$ cat src/csr_macros.svh
// CSR unit constants
// Data width, machine-mode CSR addresses, the mtvec write mask and the
// SYSTEM opcode shared by the decoder, the CSR file and the checker
`ifndef CSR_MACROS_SVH
`define CSR_MACROS_SVH

// Width of a data word and of every CSR
`define CSR_XLEN 32

// Machine scratch register
`define CSR_ADDR_MSCRATCH 12'h340

// Machine trap vector base
`define CSR_ADDR_MTVEC 12'h305

// Machine cycle counter
`define CSR_ADDR_MCYCLE 12'hB00

// Only direct mode is supported
// The two mode bits of mtvec are hard-wired to zero
`define CSR_MTVEC_WMASK {{(`CSR_XLEN-2){1'b1}}, 2'b00}

// Major opcode shared by all CSR instructions
`define CSR_OPCODE_SYSTEM 7'b1110011

`endif

$ cat src/csr_pkg.sv
// CSR unit types
// Operation encoding and the word and address types used on every
// stage boundary of the CSR execution unit
`include "csr_macros.svh"

package csr_pkg;

	// The encoding follows funct3 bits 13:12 of the instruction directly
	// so the decoder only has to cast the field
	// Bit 14 only selects the immediate operand and is not part of it
	typedef enum logic [1:0] {
		CSR_OP_NONE  = 2'd0,
		CSR_OP_WRITE = 2'd1,
		CSR_OP_SET   = 2'd2,
		CSR_OP_CLEAR = 2'd3
	} csr_op_t;

	// One register-sized data word
	// Used for operands, pc values, CSR contents and masks
	typedef logic [`CSR_XLEN-1:0] word_t;

	// The CSR address field taken from instruction bits 31:20
	typedef logic [11:0] csr_addr_t;

endpackage

$ cat src/csr_insn_decode.sv
// CSR instruction decoder
// Recognises CSR accesses among strobed instructions and registers the
// operation, address, destination, operand and pc for the CSR file
`timescale 1ns/1ns
`include "csr_macros.svh"

module csr_insn_decode (
	input  logic                clock,
	input  logic                reset,
	input  logic                insn_valid,
	input  logic [31:0]         insn,
	input  csr_pkg::word_t      pc,
	input  csr_pkg::word_t      rs1_rdata,
	output logic                dec_valid,
	output csr_pkg::csr_op_t    dec_op,
	output csr_pkg::csr_addr_t  dec_addr,
	output logic [4:0]          dec_rd,
	output csr_pkg::word_t      dec_arg,
	output csr_pkg::word_t      dec_pc
);

	logic [6:0]     opcode;
	logic [2:0]     funct3;
	logic [4:0]     uimm;
	logic           is_csr;
	csr_pkg::word_t arg;

	assign opcode = insn[6:0];
	assign funct3 = insn[14:12];

	// The rs1 field doubles as a 5-bit unsigned immediate in the I forms
	assign uimm = insn[19:15];

	// A funct3 low pair of zero is ECALL, EBREAK or a return, not a CSR access
	assign is_csr = (opcode == `CSR_OPCODE_SYSTEM) && (funct3[1:0] != 2'b00);

	// Bit 14 of the instruction picks the zero-extended immediate over rs1
	assign arg = funct3[2] ? {{(`CSR_XLEN-5){1'b0}}, uimm} : rs1_rdata;

	// Only the strobe is control state
	// Anything else on the bus is simply not passed on
	always_ff @(posedge clock) begin
		if (reset) begin
			dec_valid <= 1'b0;
		end else begin
			dec_valid <= insn_valid && is_csr;
		end
	end

	// Fields are captured on every strobe
	// They are only looked at while dec_valid is high
	always_ff @(posedge clock) begin
		if (insn_valid) begin
			dec_op   <= csr_pkg::csr_op_t'(funct3[1:0]);
			dec_addr <= insn[31:20];
			dec_rd   <= insn[11:7];
			dec_arg  <= arg;
			dec_pc   <= pc;
		end
	end

	// The decoder never invents an instruction on a quiet cycle
	a_no_spurious_valid: assert property (@(posedge clock) disable iff (reset)
		!insn_valid |=> !dec_valid);

endmodule

$ cat src/csr_file.sv
// Machine-mode CSR file
// Holds mscratch, mtvec and mcycle, executes read-write, set and clear
// operations and produces the retirement fields, including traps
`timescale 1ns/1ns
`include "csr_macros.svh"

module csr_file (
	input  logic                clock,
	input  logic                reset,
	input  logic                dec_valid,
	input  csr_pkg::csr_op_t    dec_op,
	input  csr_pkg::csr_addr_t  dec_addr,
	input  logic [4:0]          dec_rd,
	input  csr_pkg::word_t      dec_arg,
	input  csr_pkg::word_t      dec_pc,
	output logic                ex_valid,
	output logic                ex_trap,
	output logic [4:0]          ex_rd_addr,
	output csr_pkg::word_t      ex_rd_wdata,
	output csr_pkg::word_t      ex_pc_rdata,
	output csr_pkg::word_t      ex_pc_wdata,
	output csr_pkg::word_t      ex_csr_rmask,
	output csr_pkg::word_t      ex_csr_wmask,
	output csr_pkg::word_t      ex_csr_rdata,
	output csr_pkg::word_t      ex_csr_wdata
);

	csr_pkg::word_t mscratch;
	csr_pkg::word_t mtvec;
	csr_pkg::word_t mcycle;

	logic           hit_mscratch;
	logic           hit_mtvec;
	logic           hit_mcycle;
	logic           misaligned;
	logic           trap;
	logic           do_write;
	csr_pkg::word_t old_value;
	csr_pkg::word_t writable;
	csr_pkg::word_t wmask;
	csr_pkg::word_t new_value;
	csr_pkg::word_t merged;
	csr_pkg::word_t rmask;

	assign hit_mscratch = dec_addr == `CSR_ADDR_MSCRATCH;
	assign hit_mtvec    = dec_addr == `CSR_ADDR_MTVEC;
	assign hit_mcycle   = dec_addr == `CSR_ADDR_MCYCLE;

	// Instructions are 4 bytes and there is no compressed support
	assign misaligned = dec_pc[1:0] != 2'b00;

	// An unknown address counts as an illegal instruction
	assign trap = !(hit_mscratch || hit_mtvec || hit_mcycle) || misaligned;

	// Current contents and the writable bits of the addressed register
	always_comb begin
		old_value = '0;
		writable  = '0;
		if (hit_mscratch) begin
			old_value = mscratch;
			writable  = '1;
		end else if (hit_mtvec) begin
			old_value = mtvec;
			writable  = `CSR_MTVEC_WMASK;
		end else if (hit_mcycle) begin
			old_value = mcycle;
			writable  = '1;
		end
	end

	// A write claims every writable bit, set and clear only the operand bits
	always_comb begin
		case (dec_op)
			csr_pkg::CSR_OP_WRITE: begin
				wmask     = writable;
				new_value = dec_arg;
			end
			csr_pkg::CSR_OP_SET: begin
				wmask     = dec_arg & writable;
				new_value = old_value | dec_arg;
			end
			csr_pkg::CSR_OP_CLEAR: begin
				wmask     = dec_arg & writable;
				new_value = old_value & ~dec_arg;
			end
			default: begin
				wmask     = '0;
				new_value = old_value;
			end
		endcase
		// A trapping instruction touches nothing
		if (trap) begin
			wmask = '0;
		end
	end

	// Bits outside the mask keep their old value, so mtvec mode bits stay zero
	assign merged = (new_value & wmask) | (old_value & ~wmask);

	// The CSR is only architecturally read when the result is kept
	assign rmask = (!trap && dec_rd != 5'd0) ? '1 : '0;

	// A set or clear with a zero operand is not a write at all
	assign do_write = dec_valid && (wmask != '0);

	// Register update happens on the edge that launches the record, so the
	// next instruction in the pipeline already sees the new contents
	always_ff @(posedge clock) begin
		if (reset) begin
			mscratch <= '0;
			mtvec    <= '0;
			mcycle   <= '0;
		end else begin
			if (do_write && hit_mscratch) begin
				mscratch <= merged;
			end
			if (do_write && hit_mtvec) begin
				mtvec <= merged;
			end
			// An explicit write replaces the count for this cycle
			if (do_write && hit_mcycle) begin
				mcycle <= merged;
			end else begin
				mcycle <= mcycle + csr_pkg::word_t'(1);
			end
		end
	end

	always_ff @(posedge clock) begin
		if (reset) begin
			ex_valid <= 1'b0;
		end else begin
			ex_valid <= dec_valid;
		end
	end

	// Result fields of the executed instruction
	// mtvec is the trap target in direct mode
	always_ff @(posedge clock) begin
		ex_trap      <= trap;
		ex_rd_addr   <= trap ? 5'd0 : dec_rd;
		ex_rd_wdata  <= rmask & old_value;
		ex_pc_rdata  <= dec_pc;
		ex_pc_wdata  <= trap ? mtvec : dec_pc + csr_pkg::word_t'(4);
		ex_csr_rmask <= rmask;
		ex_csr_wmask <= wmask;
		ex_csr_rdata <= trap ? '0 : old_value;
		ex_csr_wdata <= trap ? '0 : merged;
	end

	// A trap retires with neither a CSR read nor a CSR write
	a_trap_no_masks: assert property (@(posedge clock) disable iff (reset)
		(ex_valid && ex_trap) |-> (ex_csr_rmask == '0 && ex_csr_wmask == '0));

	// The mtvec mode bits are never reported as written
	a_mtvec_mode_ro: assert property (@(posedge clock) disable iff (reset)
		(dec_valid && hit_mtvec) |=> (ex_csr_wmask[1:0] == 2'b00));

endmodule

$ cat src/csr_retire.sv
// Retirement stage
// Registers the executed instruction into an RVFI-style record and
// drives all fields to zero on cycles without a retiring instruction
`timescale 1ns/1ns
`include "csr_macros.svh"

module csr_retire (
	input  logic            clock,
	input  logic            reset,
	input  logic            ex_valid,
	input  logic            ex_trap,
	input  logic [4:0]      ex_rd_addr,
	input  csr_pkg::word_t  ex_rd_wdata,
	input  csr_pkg::word_t  ex_pc_rdata,
	input  csr_pkg::word_t  ex_pc_wdata,
	input  csr_pkg::word_t  ex_csr_rmask,
	input  csr_pkg::word_t  ex_csr_wmask,
	input  csr_pkg::word_t  ex_csr_rdata,
	input  csr_pkg::word_t  ex_csr_wdata,
	output logic            rvfi_valid,
	output logic            rvfi_trap,
	output logic [4:0]      rvfi_rd_addr,
	output csr_pkg::word_t  rvfi_rd_wdata,
	output csr_pkg::word_t  rvfi_pc_rdata,
	output csr_pkg::word_t  rvfi_pc_wdata,
	output csr_pkg::word_t  rvfi_csr_rmask,
	output csr_pkg::word_t  rvfi_csr_wmask,
	output csr_pkg::word_t  rvfi_csr_rdata,
	output csr_pkg::word_t  rvfi_csr_wdata
);

	// Idle records read as all zero so a monitor never sees stale data
	always_ff @(posedge clock) begin
		if (reset || !ex_valid) begin
			rvfi_valid     <= 1'b0;
			rvfi_trap      <= 1'b0;
			rvfi_rd_addr   <= 5'd0;
			rvfi_rd_wdata  <= '0;
			rvfi_pc_rdata  <= '0;
			rvfi_pc_wdata  <= '0;
			rvfi_csr_rmask <= '0;
			rvfi_csr_wmask <= '0;
			rvfi_csr_rdata <= '0;
			rvfi_csr_wdata <= '0;
		end else begin
			rvfi_valid     <= 1'b1;
			rvfi_trap      <= ex_trap;
			rvfi_rd_addr   <= ex_rd_addr;
			rvfi_rd_wdata  <= ex_rd_wdata;
			rvfi_pc_rdata  <= ex_pc_rdata;
			rvfi_pc_wdata  <= ex_pc_wdata;
			rvfi_csr_rmask <= ex_csr_rmask;
			rvfi_csr_wmask <= ex_csr_wmask;
			rvfi_csr_rdata <= ex_csr_rdata;
			rvfi_csr_wdata <= ex_csr_wdata;
		end
	end

	// x0 is never written with anything but zero
	a_x0_zero: assert property (@(posedge clock) disable iff (reset)
		(rvfi_rd_addr == 5'd0) |-> (rvfi_rd_wdata == '0));

endmodule

$ cat src/csr_write_check.sv
// CSR write checker
// Compares each retirement record against the architectural CSR access
// rules and keeps a sticky error flag once any record breaks them
`timescale 1ns/1ns
`include "csr_macros.svh"

module csr_write_check (
	input  logic            clock,
	input  logic            reset,
	input  logic            rvfi_valid,
	input  logic            rvfi_trap,
	input  logic [4:0]      rvfi_rd_addr,
	input  csr_pkg::word_t  rvfi_rd_wdata,
	input  csr_pkg::word_t  rvfi_pc_rdata,
	input  csr_pkg::word_t  rvfi_pc_wdata,
	input  csr_pkg::word_t  rvfi_csr_rmask,
	input  csr_pkg::word_t  rvfi_csr_wmask,
	input  csr_pkg::word_t  rvfi_csr_rdata,
	input  csr_pkg::word_t  rvfi_csr_wdata,
	output logic            check_error
);

	csr_pkg::word_t spec_pc_wdata;
	csr_pkg::word_t changed;
	logic           trap_ok;
	logic           pc_ok;
	logic           rd_ok;
	logic           wmask_ok;
	logic           violation;

	// Every CSR instruction is a plain 4-byte step when it does not trap
	assign spec_pc_wdata = rvfi_pc_rdata + csr_pkg::word_t'(4);

	// Bits that differ between the old and the new CSR value
	assign changed = rvfi_csr_wdata ^ rvfi_csr_rdata;

	// A trap must neither write rd nor read or write the CSR
	assign trap_ok = !rvfi_trap ||
		(rvfi_rd_addr == 5'd0 && rvfi_rd_wdata == '0 &&
		rvfi_csr_rmask == '0 && rvfi_csr_wmask == '0);

	assign pc_ok = rvfi_trap || (rvfi_pc_wdata == spec_pc_wdata);

	// With a live rd the whole CSR is read and returned unchanged
	assign rd_ok = (rvfi_rd_addr == 5'd0) ? (rvfi_rd_wdata == '0) :
		(rvfi_csr_rmask == '1 && rvfi_rd_wdata == rvfi_csr_rdata);

	// The operand is not part of the record, so set and clear masks cannot
	// be rebuilt here
	// What can be checked is that only bits under the write mask change
	assign wmask_ok = (changed & ~rvfi_csr_wmask) == '0;

	assign violation = rvfi_valid && !(trap_ok && pc_ok && rd_ok && wmask_ok);

	// Sticky until the next reset
	always_ff @(posedge clock) begin
		if (reset) begin
			check_error <= 1'b0;
		end else if (violation) begin
			check_error <= 1'b1;
		end
	end

	a_trap_rd: assert property (@(posedge clock) disable iff (reset)
		(rvfi_valid && rvfi_trap) |-> (rvfi_rd_addr == 5'd0 && rvfi_rd_wdata == '0));

	a_next_pc: assert property (@(posedge clock) disable iff (reset)
		(rvfi_valid && !rvfi_trap) |-> (rvfi_pc_wdata == spec_pc_wdata));

	a_rd_data: assert property (@(posedge clock) disable iff (reset)
		(rvfi_valid && rvfi_rd_addr != 5'd0) |-> (rvfi_rd_wdata == rvfi_csr_rdata));

	a_wdata_in_mask: assert property (@(posedge clock) disable iff (reset)
		rvfi_valid |-> ((changed & ~rvfi_csr_wmask) == '0));

endmodule

$ cat src/csr_unit_top.sv
// CSR execution unit top level
// Chains decode, CSR file and retirement, with the write checker
// watching the retirement record
`timescale 1ns/1ns
`include "csr_macros.svh"

module csr_unit_top (
	input  logic            clock,
	input  logic            reset,
	input  logic            insn_valid,
	input  logic [31:0]     insn,
	input  csr_pkg::word_t  pc,
	input  csr_pkg::word_t  rs1_rdata,
	output logic            rvfi_valid,
	output logic            rvfi_trap,
	output logic [4:0]      rvfi_rd_addr,
	output csr_pkg::word_t  rvfi_rd_wdata,
	output csr_pkg::word_t  rvfi_pc_rdata,
	output csr_pkg::word_t  rvfi_pc_wdata,
	output csr_pkg::word_t  rvfi_csr_rmask,
	output csr_pkg::word_t  rvfi_csr_wmask,
	output csr_pkg::word_t  rvfi_csr_rdata,
	output csr_pkg::word_t  rvfi_csr_wdata,
	output logic            check_error
);

	// Decoded instruction
	logic               dec_valid;
	csr_pkg::csr_op_t   dec_op;
	csr_pkg::csr_addr_t dec_addr;
	logic [4:0]         dec_rd;
	csr_pkg::word_t     dec_arg;
	csr_pkg::word_t     dec_pc;

	// Executed instruction
	logic               ex_valid;
	logic               ex_trap;
	logic [4:0]         ex_rd_addr;
	csr_pkg::word_t     ex_rd_wdata;
	csr_pkg::word_t     ex_pc_rdata;
	csr_pkg::word_t     ex_pc_wdata;
	csr_pkg::word_t     ex_csr_rmask;
	csr_pkg::word_t     ex_csr_wmask;
	csr_pkg::word_t     ex_csr_rdata;
	csr_pkg::word_t     ex_csr_wdata;

	csr_insn_decode i_csr_insn_decode (
		.clock      (clock),
		.reset      (reset),
		.insn_valid (insn_valid),
		.insn       (insn),
		.pc         (pc),
		.rs1_rdata  (rs1_rdata),
		.dec_valid  (dec_valid),
		.dec_op     (dec_op),
		.dec_addr   (dec_addr),
		.dec_rd     (dec_rd),
		.dec_arg    (dec_arg),
		.dec_pc     (dec_pc)
	);

	csr_file i_csr_file (
		.clock        (clock),
		.reset        (reset),
		.dec_valid    (dec_valid),
		.dec_op       (dec_op),
		.dec_addr     (dec_addr),
		.dec_rd       (dec_rd),
		.dec_arg      (dec_arg),
		.dec_pc       (dec_pc),
		.ex_valid     (ex_valid),
		.ex_trap      (ex_trap),
		.ex_rd_addr   (ex_rd_addr),
		.ex_rd_wdata  (ex_rd_wdata),
		.ex_pc_rdata  (ex_pc_rdata),
		.ex_pc_wdata  (ex_pc_wdata),
		.ex_csr_rmask (ex_csr_rmask),
		.ex_csr_wmask (ex_csr_wmask),
		.ex_csr_rdata (ex_csr_rdata),
		.ex_csr_wdata (ex_csr_wdata)
	);

	csr_retire i_csr_retire (
		.clock          (clock),
		.reset          (reset),
		.ex_valid       (ex_valid),
		.ex_trap        (ex_trap),
		.ex_rd_addr     (ex_rd_addr),
		.ex_rd_wdata    (ex_rd_wdata),
		.ex_pc_rdata    (ex_pc_rdata),
		.ex_pc_wdata    (ex_pc_wdata),
		.ex_csr_rmask   (ex_csr_rmask),
		.ex_csr_wmask   (ex_csr_wmask),
		.ex_csr_rdata   (ex_csr_rdata),
		.ex_csr_wdata   (ex_csr_wdata),
		.rvfi_valid     (rvfi_valid),
		.rvfi_trap      (rvfi_trap),
		.rvfi_rd_addr   (rvfi_rd_addr),
		.rvfi_rd_wdata  (rvfi_rd_wdata),
		.rvfi_pc_rdata  (rvfi_pc_rdata),
		.rvfi_pc_wdata  (rvfi_pc_wdata),
		.rvfi_csr_rmask (rvfi_csr_rmask),
		.rvfi_csr_wmask (rvfi_csr_wmask),
		.rvfi_csr_rdata (rvfi_csr_rdata),
		.rvfi_csr_wdata (rvfi_csr_wdata)
	);

	csr_write_check i_csr_write_check (
		.clock          (clock),
		.reset          (reset),
		.rvfi_valid     (rvfi_valid),
		.rvfi_trap      (rvfi_trap),
		.rvfi_rd_addr   (rvfi_rd_addr),
		.rvfi_rd_wdata  (rvfi_rd_wdata),
		.rvfi_pc_rdata  (rvfi_pc_rdata),
		.rvfi_pc_wdata  (rvfi_pc_wdata),
		.rvfi_csr_rmask (rvfi_csr_rmask),
		.rvfi_csr_wmask (rvfi_csr_wmask),
		.rvfi_csr_rdata (rvfi_csr_rdata),
		.rvfi_csr_wdata (rvfi_csr_wdata),
		.check_error    (check_error)
	);

endmodule

$ cat config.mk
export PLATFORM = sky130hd
export DESIGN_NAME = csr_unit_top
export DESIGN_NICKNAME = d
export VERILOG_FILES = /design/src/csr_pkg.sv /design/src/csr_insn_decode.sv /design/src/csr_file.sv /design/src/csr_retire.sv /design/src/csr_write_check.sv /design/src/csr_unit_top.sv
export VERILOG_INCLUDE_DIRS = /design/src
export SDC_FILE = /design/constraint.sdc
export NUM_CORES = 1
export LEC_CHECK = 0
export BUFFER_PORTS_ARGS = -buffer_cell sky130_fd_sc_hd__buf_2
export CORE_AREA = 4 4 212 214
export DETAILED_ROUTE_END_ITERATION = 10
export DIE_AREA = 0 0 216 218
export PLACE_DENSITY = 0.74
export RECOVER_POWER = 100
export SLEW_MARGIN = 25
export SYNTH_ARGS = -nofsm -noshare
export SYNTH_HDL_FRONTEND = slang
export SYNTH_SLANG_ARGS = --single-unit
export TNS_END_PERCENT = 10
$ cat constraint.sdc
create_clock -name clock -period 2.9 [get_ports clock]
set_input_delay 0.87 -clock clock [delete_from_list [all_inputs] [get_ports clock]]
set_output_delay 0.87 -clock clock [all_outputs]
set_load 0.02 [all_outputs]
==> results.md, run 1 <==
* Worst Path Required at 3.36 ns
* Die area at 0.04709 sq mm
* CP Max Fanout at 18
* Hold Buf Count CTS at 0
* Tot Pwr at 16550 uW
* Hold Fails Final Rpt at 0
* Starting Density at 0.4966
* Starting DRT DRC Count at 1561
* TritonCTS Buffers at 58
* DRC at 0
* EDFF count, synth at 83
* # IOs at 331
* CP cell instances: or4_4, or4_4, or4_4, o32a_4, nor2_8, buf_6, buf_6, buf_16, a211oi_1
* YS warnings at 0
* CP Class: register to register
* FF-to-FF Start: i_csr_insn_decode.dec_addr[10]
* Top cell by count, worst path: or4_4
* Max-slew headroom at -0.1490
* Multi-input logic area at 0.008313 sq mm
* WP buf/inv at 3
* Syn Inst Count at 2013
* Placer Congestion at 0.9642
* # rows at 76
* Post-synthesis cell type count at 61
* Final WS setup at -0.1978 ns
* Avg WL per Cell at 21.63 microns
* Synthesized cell area at 0.02130 sq mm
* Via density at 5.485
* Most common cell after layout, fill and taps aside: dfxtp_1
* Leakage power at 0.01125 uW
* Die width at 216 microns
* Crit path max-delay family: simple AND/OR/NAND/NOR gates
* Fraction of registers with async set/reset at 0
* Final wirelength at 65.63 mm
* I/O Buffers at 330
* HP Class: register to register
* Drt pass-1 iters at 5
* Synth Flop Type: dfxtp_1
* Max-cap violations at 1
* Core ar. at 0.04289 sq mm
* F_max at 322.8 MHz
* Startpoint class of the critical path: register
* Worst slew pin tran at 1.723 ns
* RSZ-0062 raised after global routing: true
* Period utilisation layout at 1.068
* Vias in the first global route at 16.11k
* # H-tree levels at 2
* Fin Hold WS at 0.4193 ns
* Max VDD drop at 0.4570 mV
* Fin area at 0.02674 sq mm
* Share of layout cells above drive strength 1 at 0.2593
* Fillcell total at 3426
* Antenna Nets Post-Route at 0
* Syn_nets at 2115
* Setup violators final at 114
* Largest net degree at the start of global routing at 201
* Slowest library cell on the worst path: or4_4
* Post-layout min period at 3.098 ns
* Yosys reg bits at 581
* Worst setup EP type: register
* Status: complete, but fails checks
* Violated checks: max-capacitance violations, max-slew violations, negative setup slack
* Dpl ws at -0.2955 ns
* Clock Path Buffers at 3
* Dpl hpwl at 46.76 mm
* Pwr/cell area at 619.0 mW/mm^2
* CTS tree: yes
* Routed vias at 16.65k
* Worst setup path startpoint: i_csr_insn_decode.dec_addr[10]
* Critical Path AT at 3.56 ns
* Fin Clk Skew at 0.02593 ns
* Most frequent cells in the layout: dfxtp_1, buf_2, nor2_1
* Worst Hold Launch: i_csr_insn_decode.dec_pc[16]
* Cell taking the most area after synthesis: dfxtp_1
* Max-slew violations at 21
* Die Ht at 218 microns
* Area after DPL at 0.02409 sq mm
* Register area share after synthesis at 0.5852
* Initial antenna violation count at 2
* Clock transition at path regs at 0.06 ns
* Storage cell area at 0.01246 sq mm
* Nets at 2505
* Synth area leaders: dfxtp_1, edfxtp_1, and2_1, nor2_1, xnor2_1
* Area Growth Syn to Fin at 25.56%
* Clk sinks at 581
* CP max stage delay at 0.58 ns
* Root buffer cell: clkbuf_16
* Total GRT Usage at 0.2676
* First-pass GRT wire length at 97.38 mm
* Gr ovfl total at 0
* Mean post-synth cell area at 10.58 sq um
* Clk_lat worst skew at 0.62 ns
* Synth top area share at 0.4681
layout make-up:
type | count | share of cell area
Sequential cell | 581 | 0.4661
Multi-Input combinational cell | 1255 | 0.3109
Timing Repair Buffer | 470 | 0.1151
Clock buffer | 86 | 0.06583
Tap cell | 585 | 0.02737
Clock inverter | 20 | 0.009218
Inverter | 37 | 0.005381
Antenna cell | 1 | 0.00009358
stage by stage:
step | instances | utilization | setup TNS [ns]
5_1_grt | 3034 | 0.6235 | -23.39
6_report | 3035 | 0.6235 | -13.01
4_1_cts | 3033 | 0.6200 | -13.31
2_1_floorplan | 2013 | - | -0.3257
3_5_place_dp | 2908 | 0.5617 | -17.51
3_3_place_gp | 2908 | 0.5617 | -10.06
synth_stat cells, types with 3 or more instances:
cell,instances
xor2_1,76
dfxtp_1,498
o211a_1,4
nand3_1,22
nand3b_1,4
or3_1,3
a211oi_1,94
buf_2,9
buf_4,34
nor3_1,14
nand4_1,35
nand2_1,71
and4_1,14
xnor2_1,93
o22ai_1,15
mux2i_1,30
a22oi_1,30
and3_1,13
clkbuf_1,90
edfxtp_1,83
a221oi_1,28
buf_6,6
ha_1,3
a21oi_1,42
mux2_2,6
nor4_1,40
or4_1,7
nor2b_1,40
a22o_1,30
nor2_1,252
nor4b_1,5
a31oi_1,5
o21ai_0,36
and2_1,211
nand2b_1,3
inv_1,36
path summary, 6_finish.rpt:
| path | endpoint | slack [ns] | cells past startpoint |
|---|---|---|---|
| worst min register to register | i_csr_file.ex_pc_rdata[16] | 0.42 | 0 |
| worst max register to register | i_csr_file.mscratch[21] | -0.20 | 9 |
| worst max-delay path | i_csr_file.mscratch[21] | -0.20 | 9 |
| worst min-delay path | i_csr_file.ex_pc_rdata[16] | 0.42 | 0 |
where the power goes:
group          internal (uW)  switching, uW
clock network           4640           3110
registers               8310            155
logic                    138            197
per-layer routing:
layer,vias up,global-route usage,wire (microns)
met3,141,0.04974,5068
li1,7733,-,-
met2,717,0.4614,31830
met1,8055,0.3418,26630
met4,0,0.08641,2099
met5,-,0,0
cell families (layout without fill, tap and decap cells):
kind of cell / after synthesis / after routing / share of synthesized area
simple gates: 746 / 746 / 0.1848
flops: 581 / 581 / 0.5852
compound gates: 301 / 301 / 0.1016
buf+inv: 177 / 613 / 0.03983
xor+xnor: 169 / 169 / 0.06950
mux: 36 / 36 / 0.01727
fa+ha+maj: 3 / 3 / 0.001763
other cells: 0 / 1 / 0
worst register-to-register path, cell delays in order (launching register included):
cell and delay (ns):
edfxtp_1 0.38, or4_4 0.58, or4_4 0.44, or4_4 0.50
o32a_4 0.40, nor2_8 0.21, buf_6 0.13, buf_6 0.11
buf_16 0.15, a211oi_1 0.08
what timing repair did:
item / CTS / global route
endpoints found under the setup margin: 123 / 127
gates resized for setup: 45 / 38
endpoints found under the hold margin: 0 / 0
pin swaps: 24 / 12
buffers inserted: 11 / 3
cloned: 9 / 0
Power figures use the tool's default switching activity.
==> run 2: changes to the inputs <==
ABC_AREA = 1   (was unset)
CORE_AREA = 4 4 226 228   (was 4 4 212 214)
DIE_AREA = 0 0 230 232   (was 0 0 216 218)
PLACE_DENSITY = 0.73   (was 0.74)
==> run 2 against run 1 <==
Net effect: the run ends with max-capacitance violations, max-slew violations left; critical path type unchanged; clock-buffer cell count fell by 10; utilization decreased by 4.7 points; largest power group unchanged; highest routed layer unchanged; clock power shrank 4.4%; clock skew up 0.0065 ns; synthesized area grew 14%; setup slack better by 0.35 ns.
==> results.md, run 2 <==
* Placer Congestion at 0.9756
* Antenna Cells at 0
* Worst setup EP type: register
* CP max stage delay at 0.65 ns
* Nets at 3552
* Starting Density at 0.4986
* Area Growth Syn to Fin at 15.66%
* Initial antenna violation count at 0
* Status: complete, but fails checks
* Top-count cell post-synth: nand2_1
* Mean post-synth cell area at 7.764 sq um
* Die width at 230 microns
* Setup Buffers After CTS at 0
* Max-cap violations at 2
* Synth top cells by count: nand2_1, inv_1, nor2_1
* Max VDD drop at 0.4000 mV
* Max-slew headroom at -0.2660
* Clock transition at path regs at 0.07 ns
* F_max at 363.6 MHz
* Pwr/cell area at 578.4 mW/mm^2
* Dpl hpwl at 58.24 mm
* Gate power share at 0.028
* Clock Path Buffers at 3
* Via density at 5.066
* EDFF count, synth at 83
* Period utilisation layout at 0.9484
* Critical Path AT at 3.25 ns
* Yosys reg bits at 581
* Die Ht at 232 microns
* Root buffer cell: clkbuf_16
* Sw Pwr at 3537 uW
* RSZ-0062 raised after global routing: false
* Leakage power at 0.01158 uW
* Drt pass-1 iters at 6
* Max-slew violations at 75
* I/O Buffers at 330
* Final wirelength at 77.21 mm
* Syn_nets at 3239
* DRC at 0
* Clock group share of total power at 0.455
* CTS tree: yes
* Int Pwr at 12760 uW
* Post-layout min period at 2.750 ns
* Synth area leaders: dfxtp_1, edfxtp_1, nand2_1, inv_1, nor2_1
* Sequential share of power at 0.517
* Post-synthesis cell type count at 57
* Register area share after synthesis at 0.5117
* Antenna Nets Post-Route at 0
* Largest net degree at the start of global routing at 96
* Sw frac at 0.2171
* CP Max Fanout at 18
* Routed vias at 21.08k
* Gr ovfl total at 0
* Top cell by count, worst path: nand2_1
* Fin Clk Skew at 0.03241 ns
* TritonCTS Buffers at 56
* Startpoint class of the critical path: register
* Hold Fails Final Rpt at 0
* Vias in the first global route at 19.14k
* Syn Inst Count at 3137
* Fin Hold WS at 0.3760 ns
* Reg-to-reg slack, setup at 0.15 ns
* Total GRT Usage at 0.2767
* Clk sinks at 581
* CP cell instances: nor2_1, nand2_1, nor2_2, nand2_2, nand3_4, nand2_4, nor2_8, nand2_1, a31oi_1, nand4_1, nand2_1, nor2_1
* Cell taking the most area after synthesis: dfxtp_1
* Die area at 0.05336 sq mm
* Cts repair resizes at 0
* Setup violators final at 0
* Fillcell total at 4617
* Clk_lat worst skew at 0.62 ns
* CP Class: register to register
* Starting DRT DRC Count at 2312
* Fraction of registers with async set/reset at 0
* Share of layout cells above drive strength 1 at 0.08436
* Worst Path Required at 3.39 ns
* # rows at 81
* Core ar. at 0.04885 sq mm
* Violated checks: max-capacitance violations, max-slew violations
* Most common cell after layout, fill and taps aside: nand2_1
* Worst slew pin tran at 1.894 ns
* Synth Flop Type: dfxtp_1
* Setup_tns at 0 ns
* # IOs at 331
* # H-tree levels at 2
* Hold Buf Count CTS at 0
* First-pass GRT wire length at 114.3 mm
* Synthesized cell area at 0.02435 sq mm
* Most frequent cells in the layout: nand2_1, inv_1, nor2_1
* Slowest library cell on the worst path: a31oi_1
* YS warnings at 0
* Synth top area share at 0.4094
* HP Class: register to register
* Avg WL per Cell at 18.56 microns
run 2: metal layers:
layer | share of wire | vias up | GRT usage | wire length, microns
li1 | - | 10240 | - | -
met1 | 0.42 | 9630 | 0.3816 | 32760
met2 | 0.45 | 1047 | 0.4382 | 34580
met3 | 0.087 | 169 | 0.04686 | 6717
met4 | 0.041 | 0 | 0.1060 | 3159
met5 | 0 | - | 0 | 0
run 2: cells by family (layout without fill, tap and decap cells):
family | after synthesis | in the layout | synth area share
DFF | 581 | 581 | 0.5117
AOI/OAI and AO/OA | 191 | 191 | 0.05153
xor gates and xnor gates | 115 | 115 | 0.04136
adders and majority gates | 3 | 3 | 0.001541
muxes | 5 | 5 | 0.002312
and+or+nand+nor | 1487 | 1488 | 0.2625
buffers and inverters | 755 | 1114 | 0.1291
run 2: layout make-up:
class                   count  area, sq um  area share
repair buffers            405         1981     0.07031
clock inverters            29        321.6     0.01142
clock buffers              76         1579     0.05605
flip-flops and latches    581        12460      0.4424
inverters                 604         2270     0.08057
well taps                 664        830.8     0.02949
multi-input cells        1802         8726      0.3098
run 2: critical path: cells and delay by family (launching register included):
family | cells | cell delay [ns]
flops | 1 | 0.35
simple gates | 11 | 1.62
compound gates | 1 | 0.65
run 2: metrics by stage:
| stage | area (sq um) | power, uW | utilization | std cells | worst slack [ns] |
|---|---|---|---|---|---|
| final | 28170 | 16290 | 0.5767 | 4161 | 0.1496 |
| after global routing | 28170 | 16780 | 0.5767 | 4161 | 0.01345 |
| after CTS | 28620 | 16390 | 0.5858 | 4160 | 0.08105 |
| after detailed placement | 26720 | 9046 | 0.5469 | 4055 | 0.1067 |
| after global placement | 26720 | 9038 | 0.5469 | 4055 | 0.1309 |
| after floorplan | 24350 | 8817 | - | 3137 | 0.7608 |
run 2: path summary, 6_finish.rpt:
check / startpoint / endpoint / cells past startpoint
max reg2reg: i_csr_insn_decode.dec_addr[5] / i_csr_file.mcycle[11] / 12
min reg2reg: i_csr_file.ex_csr_rdata[29] / i_csr_retire.rvfi_csr_rdata[29] / 2
min: i_csr_file.ex_csr_rdata[29] / i_csr_retire.rvfi_csr_rdata[29] / 2
max: i_csr_insn_decode.dec_addr[5] / i_csr_file.mcycle[11] / 12
run 2: power groups by stage:
stage               logic (uW)  registers [uW]  clock network (uW)
CTS                        457            8420                7510
global placement           451            8590                   0
finish                     459            8420                7410
detailed placement         453            8590                   0
global route               511            8430                7840
floorplan                  269            8550                   0
